<file path="config.mk">
export PLATFORM = sky130hd
export DESIGN_NAME = lsu_fwd_top
export DESIGN_NICKNAME = d
export VERILOG_FILES = /design/src/verilog/lsu_cfg_pkg.sv /design/src/verilog/lsu_types_pkg.sv /design/src/verilog/lsu_stage_if.sv /design/src/verilog/lsu_stage_pipe.sv /design/src/verilog/lsu_fwd_select.sv /design/src/verilog/lsu_fwd_merge.sv /design/src/verilog/lsu_coalesce_check.sv /design/src/verilog/lsu_fwd_top.sv
export SDC_FILE = /design/constraint.sdc
export NUM_CORES = 1
export LEC_CHECK = 0
export ABC_AREA = 1
export ABC_CLOCK_PERIOD_IN_PS = 4900
export CELL_PAD_IN_SITES_DETAIL_PLACEMENT = 0
export CELL_PAD_IN_SITES_GLOBAL_PLACEMENT = 1
export CORE_ASPECT_RATIO = 0.7
export CORE_UTILIZATION = 45
export CTS_CLUSTER_DIAMETER = 60
export DETAILED_ROUTE_END_ITERATION = 10
export DONT_BUFFER_PORTS = 1
export PLACE_DENSITY = 0.73
export SYNTH_ARGS = -nofsm -noshare
export SYNTH_HDL_FRONTEND = slang
export SYNTH_SLANG_ARGS = --single-unit
</file>
<file path="constraint.sdc">
create_clock -name clk -period 4.9 [get_ports clk]
set_input_delay 0.735 -clock clk [delete_from_list [all_inputs] [get_ports clk]]
set_output_delay 0.735 -clock clk [all_outputs]
set_load 0.005 [all_outputs]
</file>
<file path="src/verilog/lsu_cfg_pkg.sv">
/*
 * size constants for the load/store forwarding datapath:
 * address and data widths, byte lanes, the two-word window
 * and the address bits used by the word and doubleword compares
 */

package lsu_cfg_pkg;

   // **************************************************
   // widths
   // **************************************************
   localparam int ADDR_W         = 32;   // byte address
   localparam int DATA_W         = 32;   // one data word
   localparam int BYTE_W         = 8;
   localparam int BYTES_PER_WORD = DATA_W / BYTE_W;
   localparam int WIN_W          = 2 * DATA_W;   // lo word plus hi word

   // **************************************************
   // compare positions
   // **************************************************
   localparam int WORD_LSB       = 2;    // addr[31:2] picks a word
   localparam int DWORD_LSB      = 3;    // addr[31:3] picks a doubleword

   // store stages searched by a dc2 load (dc3, dc4, dc5)
   localparam int FWD_STAGES     = 3;

endpackage

</file>
<file path="src/verilog/lsu_types_pkg.sv">
/*
 * access size encoding and the per-stage request entry
 * carried down the dc2..dc5 pipeline
 */

package lsu_types_pkg;

   // size of a load or store access
   typedef enum logic [1:0] {
      SZ_BYTE = 2'b00,
      SZ_HALF = 2'b01,
      SZ_WORD = 2'b10
   } access_size_e;

   // **************************************************
   // one request as held in a pipeline stage
   // **************************************************
   // lo_* belongs to word addr[31:2], hi_* to end_addr[31:2].
   // hi_byteen is only nonzero when the access crosses a word
   typedef struct packed {
      logic                                   valid;
      logic                                   load;         // 0 means store
      logic                                   side_effect;  // io access without full hit
      logic [lsu_cfg_pkg::ADDR_W-1:0]         addr;
      logic [lsu_cfg_pkg::ADDR_W-1:0]         end_addr;     // last byte touched
      logic                                   dual;         // spans two words
      logic [lsu_cfg_pkg::BYTES_PER_WORD-1:0] lo_byteen;
      logic [lsu_cfg_pkg::BYTES_PER_WORD-1:0] hi_byteen;
      logic [lsu_cfg_pkg::DATA_W-1:0]         lo_data;
      logic [lsu_cfg_pkg::DATA_W-1:0]         hi_data;
   } stage_entry_t;

endpackage

</file>
<file path="src/verilog/lsu_stage_if.sv">
/*
 * one pipeline stage entry, driven by the stage pipe
 * and read by the forwarding and coalescing blocks
 */

interface lsu_stage_if (
   input logic clk,
   input logic rst_n
);
   import lsu_types_pkg::*;

   stage_entry_t entry;   // valid is a one cycle level per stage

   // producer side
   modport src (
      output entry
   );

   // consumers get clock and reset for their checks
   modport dst (
      input clk,
      input rst_n,
      input entry
   );

endinterface

</file>
<file path="src/verilog/lsu_stage_pipe.sv">
/*
 * dc1 request decode (end address, dual flag, byte enables,
 * two-word data window) and the dc2..dc5 stage registers
 */

module lsu_stage_pipe (
   input  logic                           clk,
   input  logic                           rst_n,
   input  logic                           req_valid,
   input  logic                           req_load,
   input  logic                           req_side_effect,
   input  lsu_types_pkg::access_size_e    req_size,
   input  logic [lsu_cfg_pkg::ADDR_W-1:0] req_addr,
   input  logic [lsu_cfg_pkg::DATA_W-1:0] req_store_data,
   lsu_stage_if.src                       dc2,
   lsu_stage_if.src                       dc3,
   lsu_stage_if.src                       dc4,
   lsu_stage_if.src                       dc5
);
   import lsu_cfg_pkg::*;
   import lsu_types_pkg::*;

   stage_entry_t                  dc1_entry;
   stage_entry_t                  dc2_q;
   stage_entry_t                  dc3_q;
   stage_entry_t                  dc4_q;
   stage_entry_t                  dc5_q;

   logic [BYTES_PER_WORD-1:0]     base_byteen;
   logic [ADDR_W-1:0]             size_m1;        // access size in bytes minus one
   logic [ADDR_W-1:0]             end_addr_dc1;
   logic [2*BYTES_PER_WORD-1:0]   byteen_win;
   logic [WIN_W-1:0]              data_win;

   // **************************************************
   // dc1 decode
   // **************************************************
   always_comb begin
      case (req_size)
         SZ_BYTE: begin
            base_byteen = 4'b0001;
            size_m1     = '0;
         end
         SZ_HALF: begin
            base_byteen = 4'b0011;
            size_m1     = ADDR_W'(1);
         end
         default: begin                 // word and the unused code
            base_byteen = 4'b1111;
            size_m1     = ADDR_W'(3);
         end
      endcase
   end

   assign end_addr_dc1 = req_addr + size_m1;

   // place enables and data at their byte offset in the two-word window
   assign byteen_win = {{BYTES_PER_WORD{1'b0}}, base_byteen} << req_addr[WORD_LSB-1:0];
   assign data_win   = {{DATA_W{1'b0}}, req_store_data} << (BYTE_W * req_addr[WORD_LSB-1:0]);

   always_comb begin
      dc1_entry.valid       = req_valid;
      dc1_entry.load        = req_load;
      dc1_entry.side_effect = req_side_effect;
      dc1_entry.addr        = req_addr;
      dc1_entry.end_addr    = end_addr_dc1;
      dc1_entry.dual        = (req_addr[WORD_LSB] != end_addr_dc1[WORD_LSB]);
      dc1_entry.lo_byteen   = byteen_win[BYTES_PER_WORD-1:0];
      dc1_entry.hi_byteen   = byteen_win[2*BYTES_PER_WORD-1:BYTES_PER_WORD];
      dc1_entry.lo_data     = data_win[DATA_W-1:0];
      dc1_entry.hi_data     = data_win[WIN_W-1:DATA_W];
   end

   // **************************************************
   // stage registers without stall
   // **************************************************
   always_ff @(posedge clk) begin
      dc2_q <= dc1_entry;
      dc3_q <= dc2_q;
      dc4_q <= dc3_q;
      dc5_q <= dc4_q;
      if (!rst_n) begin              // empty pipeline
         dc2_q.valid <= 1'b0;
         dc3_q.valid <= 1'b0;
         dc4_q.valid <= 1'b0;
         dc5_q.valid <= 1'b0;
      end
   end

   assign dc2.entry = dc2_q;
   assign dc3.entry = dc3_q;
   assign dc4.entry = dc4_q;
   assign dc5.entry = dc5_q;

   // a byte access can never cross a word
   a_byte_not_dual: assert property (@(posedge clk) disable iff (!rst_n)
      (req_valid && req_size == SZ_BYTE) |=> (dc2_q.valid && !dc2_q.dual));

endmodule

</file>
<file path="src/verilog/lsu_fwd_select.sv">
/*
 * store to load forwarding for one half of the dc2 load window:
 * byte hit detection against the stores in dc3, dc4 and dc5,
 * youngest store wins per byte
 */

module lsu_fwd_select #(
   parameter bit HI = 1'b0             // 0 checks the lo load window, 1 the hi window
) (
   lsu_stage_if.dst                           dc2,
   lsu_stage_if.dst                           dc3,
   lsu_stage_if.dst                           dc4,
   lsu_stage_if.dst                           dc5,
   output logic [lsu_cfg_pkg::BYTES_PER_WORD-1:0] byte_hit,
   output logic [lsu_cfg_pkg::DATA_W-1:0]         fwd_data
);
   import lsu_cfg_pkg::*;
   import lsu_types_pkg::*;

   stage_entry_t                  st [FWD_STAGES];    // index 0 is the youngest
   logic [ADDR_W-1:WORD_LSB]      ld_word;
   logic [BYTES_PER_WORD-1:0]     ld_byteen;
   logic [FWD_STAGES-1:0]         st_ok;
   logic [FWD_STAGES-1:0]         match_lo;
   logic [FWD_STAGES-1:0]         match_hi;
   logic [BYTES_PER_WORD-1:0]     hit_lo [FWD_STAGES];
   logic [BYTES_PER_WORD-1:0]     hit_hi [FWD_STAGES];

   assign st[0] = dc3.entry;
   assign st[1] = dc4.entry;
   assign st[2] = dc5.entry;

   // load half under test
   assign ld_word   = HI ? dc2.entry.end_addr[ADDR_W-1:WORD_LSB]
                         : dc2.entry.addr[ADDR_W-1:WORD_LSB];
   assign ld_byteen = HI ? dc2.entry.hi_byteen : dc2.entry.lo_byteen;

   // **************************************************
   // word address compare and byte hits
   // **************************************************
   for (genvar s = 0; s < FWD_STAGES; s++) begin : g_stage
      assign st_ok[s]    = st[s].valid & ~st[s].load & dc2.entry.valid;
      assign match_lo[s] = st_ok[s] & (ld_word == st[s].addr[ADDR_W-1:WORD_LSB]);
      assign match_hi[s] = st_ok[s] & (ld_word == st[s].end_addr[ADDR_W-1:WORD_LSB]);

      // a store's lo and hi windows never share a lane for the same word
      assign hit_lo[s] = {BYTES_PER_WORD{match_lo[s]}} & st[s].lo_byteen & ld_byteen;
      assign hit_hi[s] = {BYTES_PER_WORD{match_hi[s]}} & st[s].hi_byteen & ld_byteen;
   end

   // **************************************************
   // byte select from oldest to youngest store
   // **************************************************
   always_comb begin
      byte_hit = '0;
      fwd_data = '0;                   // no hit forwards zero
      for (int s = FWD_STAGES - 1; s >= 0; s--) begin
         for (int b = 0; b < BYTES_PER_WORD; b++) begin
            if (hit_lo[s][b]) begin
               fwd_data[b*BYTE_W +: BYTE_W] = st[s].lo_data[b*BYTE_W +: BYTE_W];
            end else if (hit_hi[s][b]) begin
               fwd_data[b*BYTE_W +: BYTE_W] = st[s].hi_data[b*BYTE_W +: BYTE_W];
            end
         end
         byte_hit = byte_hit | hit_lo[s] | hit_hi[s];
      end
   end

endmodule

</file>
<file path="src/verilog/lsu_fwd_merge.sv">
/*
 * joins the lo and hi forwarding halves, full hit decision,
 * load data alignment, dc3 registers and the final bus/forward mux
 */

module lsu_fwd_merge (
   input  logic                                   clk,
   input  logic                                   rst_n,
   lsu_stage_if.dst                               dc2,
   input  logic [lsu_cfg_pkg::BYTES_PER_WORD-1:0] lo_byte_hit,
   input  logic [lsu_cfg_pkg::BYTES_PER_WORD-1:0] hi_byte_hit,
   input  logic [lsu_cfg_pkg::DATA_W-1:0]         lo_fwd_data,
   input  logic [lsu_cfg_pkg::DATA_W-1:0]         hi_fwd_data,
   input  logic [lsu_cfg_pkg::DATA_W-1:0]         ld_bus_data_dc3,
   output logic                                   ld_full_hit_dc3,
   output logic [lsu_cfg_pkg::DATA_W-1:0]         bus_read_data_dc3
);
   import lsu_cfg_pkg::*;

   logic                 full_hit_lo;
   logic                 full_hit_hi;
   logic                 ld_full_hit_dc2;
   logic [WIN_W-1:0]     fwd_win;
   logic [DATA_W-1:0]    ld_fwd_data_dc2;
   logic [DATA_W-1:0]    ld_fwd_data_dc3;

   // **************************************************
   // full hit in dc2
   // **************************************************
   // every enabled load byte must be covered by some store
   assign full_hit_lo = &(lo_byte_hit | ~dc2.entry.lo_byteen);
   assign full_hit_hi = &(hi_byte_hit | ~dc2.entry.hi_byteen);

   assign ld_full_hit_dc2 = full_hit_lo & full_hit_hi &
                            dc2.entry.valid & dc2.entry.load & ~dc2.entry.side_effect;

   // move the load's first byte down to lane 0
   assign fwd_win         = {hi_fwd_data, lo_fwd_data};
   assign ld_fwd_data_dc2 = DATA_W'(fwd_win >> (BYTE_W * dc2.entry.addr[WORD_LSB-1:0]));

   // **************************************************
   // dc3
   // **************************************************
   always_ff @(posedge clk) begin
      if (!rst_n) begin
         ld_full_hit_dc3 <= 1'b0;
      end else begin
         ld_full_hit_dc3 <= ld_full_hit_dc2;
      end
   end

   always_ff @(posedge clk) begin
      ld_fwd_data_dc3 <= ld_fwd_data_dc2;
   end

   assign bus_read_data_dc3 = ld_full_hit_dc3 ? ld_fwd_data_dc3 : ld_bus_data_dc3;

   // a forwarded result needs a plain load in dc2 the cycle before
   a_full_hit_src: assert property (@(posedge clk) disable iff (!rst_n)
      ld_full_hit_dc3 |->
         $past(dc2.entry.valid && dc2.entry.load && !dc2.entry.side_effect));

endmodule

</file>
<file path="src/verilog/lsu_coalesce_check.sv">
/*
 * write coalescing check for the dc5 request against the
 * nearest younger valid request in dc4, dc3 or dc2
 */

module lsu_coalesce_check (
   lsu_stage_if.dst dc2,
   lsu_stage_if.dst dc3,
   lsu_stage_if.dst dc4,
   lsu_stage_if.dst dc5,
   output logic     no_word_merge_dc5,
   output logic     no_dword_merge_dc5
);
   import lsu_cfg_pkg::*;
   import lsu_types_pkg::*;

   stage_entry_t    yng;          // nearest younger entry
   logic            yng_valid;
   logic            chk_dc5;
   logic            word_diff;
   logic            dword_diff;

   // **************************************************
   // pick the nearest younger request
   // **************************************************
   always_comb begin
      if (dc4.entry.valid) begin
         yng = dc4.entry;
      end else if (dc3.entry.valid) begin
         yng = dc3.entry;
      end else begin
         yng = dc2.entry;            // only looked at when dc2 is valid
      end
   end

   assign yng_valid = dc4.entry.valid | dc3.entry.valid | dc2.entry.valid;

   // dual dc5 requests are not checked
   assign chk_dc5    = dc5.entry.valid & ~dc5.entry.dual & yng_valid;

   assign word_diff  = (dc5.entry.addr[ADDR_W-1:WORD_LSB]  != yng.addr[ADDR_W-1:WORD_LSB]);
   assign dword_diff = (dc5.entry.addr[ADDR_W-1:DWORD_LSB] != yng.addr[ADDR_W-1:DWORD_LSB]);

   // a younger load also blocks the merge
   assign no_word_merge_dc5  = chk_dc5 & (yng.load | word_diff);
   assign no_dword_merge_dc5 = chk_dc5 & (yng.load | dword_diff);

   // doubleword blocked means word blocked too
   a_dword_word: assert property (@(posedge dc5.clk) disable iff (!dc5.rst_n)
      no_dword_merge_dc5 |-> no_word_merge_dc5);

endmodule

</file>
<file path="src/verilog/lsu_fwd_top.sv">
/*
 * top level of the load/store forwarding and coalescing check:
 * stage pipe, lo/hi forward selectors, merge and coalesce check
 */

module lsu_fwd_top (
   input  logic                           clk,
   input  logic                           rst_n,
   input  logic                           req_valid,
   input  logic                           req_load,
   input  logic                           req_side_effect,
   input  lsu_types_pkg::access_size_e    req_size,
   input  logic [lsu_cfg_pkg::ADDR_W-1:0] req_addr,
   input  logic [lsu_cfg_pkg::DATA_W-1:0] req_store_data,
   input  logic [lsu_cfg_pkg::DATA_W-1:0] ld_bus_data_dc3,   // bus return data
   output logic                           ld_full_hit_dc3,
   output logic [lsu_cfg_pkg::DATA_W-1:0] bus_read_data_dc3,
   output logic                           no_word_merge_dc5,
   output logic                           no_dword_merge_dc5
);
   import lsu_cfg_pkg::*;

   logic [BYTES_PER_WORD-1:0] lo_byte_hit;
   logic [BYTES_PER_WORD-1:0] hi_byte_hit;
   logic [DATA_W-1:0]         lo_fwd_data;
   logic [DATA_W-1:0]         hi_fwd_data;

   // **************************************************
   // stage entries
   // **************************************************
   lsu_stage_if dc2_if (.clk(clk), .rst_n(rst_n));
   lsu_stage_if dc3_if (.clk(clk), .rst_n(rst_n));
   lsu_stage_if dc4_if (.clk(clk), .rst_n(rst_n));
   lsu_stage_if dc5_if (.clk(clk), .rst_n(rst_n));

   lsu_stage_pipe u_pipe (
      .clk             (clk),
      .rst_n           (rst_n),
      .req_valid       (req_valid),
      .req_load        (req_load),
      .req_side_effect (req_side_effect),
      .req_size        (req_size),
      .req_addr        (req_addr),
      .req_store_data  (req_store_data),
      .dc2             (dc2_if),
      .dc3             (dc3_if),
      .dc4             (dc4_if),
      .dc5             (dc5_if)
   );

   // **************************************************
   // forwarding
   // **************************************************
   lsu_fwd_select #(.HI(1'b0)) u_fwd_lo (
      .dc2      (dc2_if),
      .dc3      (dc3_if),
      .dc4      (dc4_if),
      .dc5      (dc5_if),
      .byte_hit (lo_byte_hit),
      .fwd_data (lo_fwd_data)
   );

   lsu_fwd_select #(.HI(1'b1)) u_fwd_hi (
      .dc2      (dc2_if),
      .dc3      (dc3_if),
      .dc4      (dc4_if),
      .dc5      (dc5_if),
      .byte_hit (hi_byte_hit),
      .fwd_data (hi_fwd_data)
   );

   lsu_fwd_merge u_merge (
      .clk               (clk),
      .rst_n             (rst_n),
      .dc2               (dc2_if),
      .lo_byte_hit       (lo_byte_hit),
      .hi_byte_hit       (hi_byte_hit),
      .lo_fwd_data       (lo_fwd_data),
      .hi_fwd_data       (hi_fwd_data),
      .ld_bus_data_dc3   (ld_bus_data_dc3),
      .ld_full_hit_dc3   (ld_full_hit_dc3),
      .bus_read_data_dc3 (bus_read_data_dc3)
   );

   lsu_coalesce_check u_coalesce (
      .dc2                (dc2_if),
      .dc3                (dc3_if),
      .dc4                (dc4_if),
      .dc5                (dc5_if),
      .no_word_merge_dc5  (no_word_merge_dc5),
      .no_dword_merge_dc5 (no_dword_merge_dc5)
   );

endmodule

</file>
# Word level (Yosys, flattened, before mapping)
# Cells that the tools add are included.
# word_totals
regBits,592
# op_classes
add_sub_neg,1
n_eq_ne,16
shift,3
muxes,53
bitwise,73
n_reduce_logical,3
# op_table
operator,n
$mux 8,48
$eq 30x30->1,12
$mux 139,2
$and 4x4->4,24
$shl 32x5->64,1
$shr 64x5->32,1
$or 4x4->4,12
$add 32x2->32,1
$mux 32,1
$ne 30x30->1,1
$ne 29x29->1,1
$and 1x1->1,26
$not 4->4,2
$pmux 4 s2,1
$reduce_and 4->1,2
$shl 4x2->8,1
$not 1->1,5
$or 1x1->1,4
$pmux 2 s2,1
$eq 2x1->1 const B,1
$logic_not 2->1,1
$ne 1x1->1,1

# Depth between registers and ports, before layout
# logic_depth
depth_word,17
depth_mapped,22
depth_no_buf,21

# Modules after synthesis
# From an unflattened synthesis, not the netlist that was laid out.
# hier_totals
cells_unflattened,3690
hier_area_um2,27082.2
# modules_own_cells
mod,n_inst,cells_per_inst,area_each_um2,seq_area_each_um2
lsu_stage_pipe,1,945,12563.3,10490.1
lsu_fwd_select,2,1072,5449.0,0.0
lsu_fwd_merge,1,258,2085.8,660.6
lsu_coalesce_check,1,343,1535.2,0.0

# Worst setup path after synthesis
# OpenSTA, ideal clock, no wires.
# synth_timing
path_type,in2reg
from,input port req_size[1]
to,"register u_pipe.dc2_q, in the netlist u_pipe.dc2.entry[103]"
setup_ps,118
arrival_ps,2458
t_required_ps,4782
path_slack_ps,2323
cell_stages,13
n_path_buf,1
cell_sequence,clkbuf_1 ha_1 inv_1 o21ai_4 inv_2 nor3_4 nor3b_2 nand2_1 nor2_2 nand4_2 nor2_4 nand3_1 xor2_1
# synth_lines
element,line,text
"start, declared",lsu_fwd_top.sv:12,"input lsu_types_pkg::access_size_e req_size,"
"end signal, assigned",lsu_stage_pipe.sv:78,dc2_q <= dc1_entry;
"end, declared",lsu_stage_pipe.sv:24,stage_entry_t dc2_q;

# Final worst setup path
# layout_timing
from,"register u_pipe.dc4_q, in the netlist u_pipe.dc4.entry[139]"
to,output port no_word_merge_dc5
# layout_via
elab_chain_len,4
# layout_lines
element,line,text
"start, declared",lsu_stage_pipe.sv:26,stage_entry_t dc4_q;
"start signal, assigned",lsu_stage_pipe.sv:80,dc4_q <= dc3_q;
$mux 139 or $or 1x1->1 (tied branches),"lsu_coalesce_check.sv:27, lsu_coalesce_check.sv:36",
$ne 30x30->1 or $or 1x1->1 (tied branches),"lsu_coalesce_check.sv:41, lsu_coalesce_check.sv:36",
$or 1x1->1 or $and 1x1->1 (tied branches),"lsu_coalesce_check.sv:45, lsu_coalesce_check.sv:39",
$and 1x1->1 *,lsu_coalesce_check.sv:45,assign no_word_merge_dc5 = chk_dc5 & (yng.load | word_diff);
"end, declared",lsu_fwd_top.sv:18,"output logic no_word_merge_dc5,"
# Mark *: on every way between the ends. The rest lies on a longest branch, timed or not.

==> results.json <==
{
  "ys_seq_area_share_pct": 44.7,
  "synth_cells": 3129,
  "hpwl_um": 74900,
  "setup_viol": 0,
  "synthSimpleGateAreaFrac_pct": 27.1,
  "fp.coreArea_sq_um": 52600,
  "ctsResizeCount": 0,
  "slew-limit-headroom_pct": 26.5,
  "finalSetupTns_ns": 0,
  "drtAntennaViolNets": 0,
  "numClockSinks": 540,
  "vias_per_cell": 5.31,
  "rows": 70,
  "die_y_um": 196,
  "grt_max_degree": 57,
  "syn_area_per_cell_sq_um": 7.74,
  "tightest_slew_ns": 1.10,
  "slew_violations": 0,
  "drtPass1Iterations": 6,
  "hold_viol": 0,
  "maxCapViolCount": 0,
  "area.growth.synth_to_final_pct": 9.37,
  "path_class": "reg2out",
  "critPathLaunchType": "register",
  "clock_skew_ns": 0.0233,
  "pwr_density_cell_nw_per_um2": 395,
  "crit_chain": "buf_4 > inv_1 > buf_4 > nand3_1 > o21ai_0 > xor2_1 > nand2_1 > nor4_1 > nand3_1 > nor2b_1 > o21bai_1",
  "finalNetCount": 3174,
  "io_buffers": 0,
  "drt_iter0_drc": 2724,
  "drc": 0,
  "h-tree-depth": 2,
  "gp_congestion": 0.985,
  "end_kind": "output port",
  "worst-endpoint-required_ns": 4.16,
  "netlist_area_sq_um": 24200,
  "cts_setup_buffers": 0,
  "fmax_mhz": 217,
  "p_total_mw": 10.5,
  "synth_xor_area_share_pct": 12.8,
  "dieArea_sq_um": 54700,
  "grt_pass1_wl_um": 133000,
  "syn_nets": 3233,
  "peakVddDrop_v": 0.000294,
  "synth_adder_area_share_pct": 0.0517,
  "drive_gt1_share_pct": 7.71,
  "vias": 20400,
  "clockBufferDepth": 3,
  "muxShareOfSynthArea_pct": 2.48,
  "insertion_delay_ns": 0.63,
  "die_width_um": 279,
  "grt_overflow": 0,
  "synth_cell_type_count": 53,
  "root_buffer": "clkbuf_16",
  "rsz0062_at_grt": "no",
  "status": "complete, no violations",
  "hold_buffers": 0,
  "initial_core_util_pct": 46.0,
  "wl_per_cell_um": 24.4,
  "arrival_ns": 3.87,
  "crit_path_max_fanout": 56,
  "first_global_vias": 18500,
  "period_needed_ns": 4.60,
  "yosys_warnings": 0,
  "ys_ff_latch": 540,
  "min_path_type": "in2reg",
  "leakagePower_nw": 12.0,
  "grt_usage_pct": 34.0,
  "timing.hold.ws_ns": 0.128,
  "cpPeakStageDelay_ns": 0.79,
  "critical-path-top-delay-family": "simple AND/OR/NAND/NOR gates",
  "finalCritPeriodShare_pct": 94.0,
  "path_buf_inv": 3,
  "ios": 138,
  "numCtsBuffers": 53,
  "synth_top_family_by_area": "simple AND/OR/NAND/NOR gates",
  "num-fill-cells": 5234,
  "synth_compound_area_share_pct": 4.47,
  "crit_slowest_cell": "nor4_1",
  "routed_wl_um": 93700,
  "cts_tree": "done",
  "antenna_found_initial": 6,
  "path_clk_slew_ns": 0.06
}
[placed cells by master, fill, tap and decap left out, types with 3 or more instances in the layout]
cell type / netlist / routed
o22ai_1: 12 / 12
nand4_1: 62 / 62
dfxtp_1: 540 / 540
nand3_4: 3 / 3
xnor2_1: 243 / 243
o211ai_1: 9 / 9
nor2_1: 189 / 189
nand3_1: 207 / 207
nand3_2: 6 / 6
clkbuf_16: 0 / 53
nor2_2: 17 / 17
o21ai_1: 21 / 21
nand4_2: 3 / 3
inv_2: 15 / 15
a21oi_1: 28 / 28
xor2_1: 112 / 112
or2_2: 14 / 14
buf_4: 24 / 22
nand3b_1: 8 / 8
nand2_2: 8 / 8
inv_1: 320 / 320
bufinv_16: 0 / 11
nor3_1: 30 / 30
o21a_1: 7 / 7
nand2_1: 913 / 913
or2_0: 6 / 6
nand3b_2: 3 / 3
nor4_1: 4 / 4
o21ai_0: 117 / 117
nor2_4: 13 / 13
nor3b_1: 3 / 3
mux2i_1: 24 / 24
clkinv_2: 2 / 13
clkbuf_1: 29 / 8
or2_1: 3 / 3
clkbuf_8: 0 / 10
mux2_2: 32 / 32
[state kept, by name, summed over array words and instances, names as in the netlist]
signal,flops
u_merge.ld_fwd_data_dc3,32
u_pipe.dc5.entry,126
u_pipe.dc2.entry,129
u_merge.ld_full_hit_dc3,1
u_pipe.dc3.entry,126
u_pipe.dc4.entry,126
[final timing paths]
| path | start | endpoint | slack [ns] | cells past startpoint |
|---|---|---|---|---|
| setup / recovery | u_pipe.dc4.entry[139]$_SDFF_PN0_ | no_word_merge_dc5 | 0.30 | 11 |
| hold / removal | req_addr[10] | u_pipe.dc2.entry[115]$_DFF_P_ | 0.13 | 0 |
| setup reg to reg | u_pipe.dc3.entry[139]$_SDFF_PN0_ | u_merge.ld_fwd_data_dc3[6]$_DFF_P_ | 0.71 | 16 |
| hold reg to reg | u_pipe.dc2.entry[51]$_DFF_P_ | u_pipe.dc3.entry[51]$_DFF_P_ | 0.33 | 0 |
[where the power goes]
part | total, mW | internal, mW | switching (mW)
logic | 0.819 | 0.318 | 0.501
clock network | 4.59 | 2.73 | 1.86
registers | 5.06 | 4.67 | 0.388
total | 10.5 | 7.72 | 2.75
[area by class of cell]
cell class / count / area [sq um] / area share, %
antenna: 1 / 2.50 / 0.00945
clock buffer: 71 / 1490 / 5.64
clock inverter: 28 / 453 / 1.71
inverter: 339 / 1270 / 4.82
multi-input combinational: 2114 / 11400 / 43.0
sequential: 540 / 10800 / 40.8
tap: 720 / 901 / 3.40
timing repair buffer: 22 / 165 / 0.624
[cell families (layout without fill, tap and decap cells)]
group	Yosys count	after routing
compound gates	200	200
xor+xnor	355	355
fa+ha+maj	1	1
buf+inv	475	460
flops	540	540
mux	56	56
other cells	0	1
simple gates	1502	1502
[per-stage QoR]
step           utilization [%]  instances  cell area [sq um]  worst slack (ns)
3_5_place_dp              46.6       3735              24500             0.932
5_1_grt                   50.3       3834              26500            0.0413
6_report                  50.3       3835              26500             0.296
2_1_floorplan                -       3129              24200              2.32
3_3_place_gp              46.6       3735              24500             0.809
4_1_cts                   50.3       3834              26500             0.339
[cells in the mapped netlist, drive strengths merged]
cell type / n / area share (%)
nor2b: 2 / 0.062
xnor2: 243 / 8.8
nor2: 220 / 4.1
mux2i: 24 / 0.99
o221ai: 1 / 0.036
nor3: 33 / 0.77
nor4: 5 / 0.16
buf: 107 / 2.6
o21bai: 2 / 0.062
inv: 335 / 5.2
o21ai: 140 / 3.0
o211ai: 9 / 0.28
nand4: 65 / 1.8
nand2: 921 / 14
and2: 1 / 0.031
a21oi: 28 / 0.58
nand3b: 12 / 0.47
clkinv: 4 / 0.072
a21boi: 1 / 0.031
ha: 1 / 0.052
o21a: 7 / 0.22
nand3: 216 / 4.7
nor3b: 4 / 0.14
mux2: 32 / 1.5
dfxtp: 540 / 45
xor2: 112 / 4.1
or2: 23 / 0.59
o22ai: 12 / 0.31
clkbuf: 29 / 0.45
[layer usage]
layer  up-vias  part of all wire, %  global-route usage (%)
li1       9590                    -                       -
met1      9707                   52                    58.6
met2      1010                   33                    38.7
met3        72                   13                    10.3
met4         0                  1.1                    5.19
met5         -                    0                       0
Power figures use the tool's default switching activity.
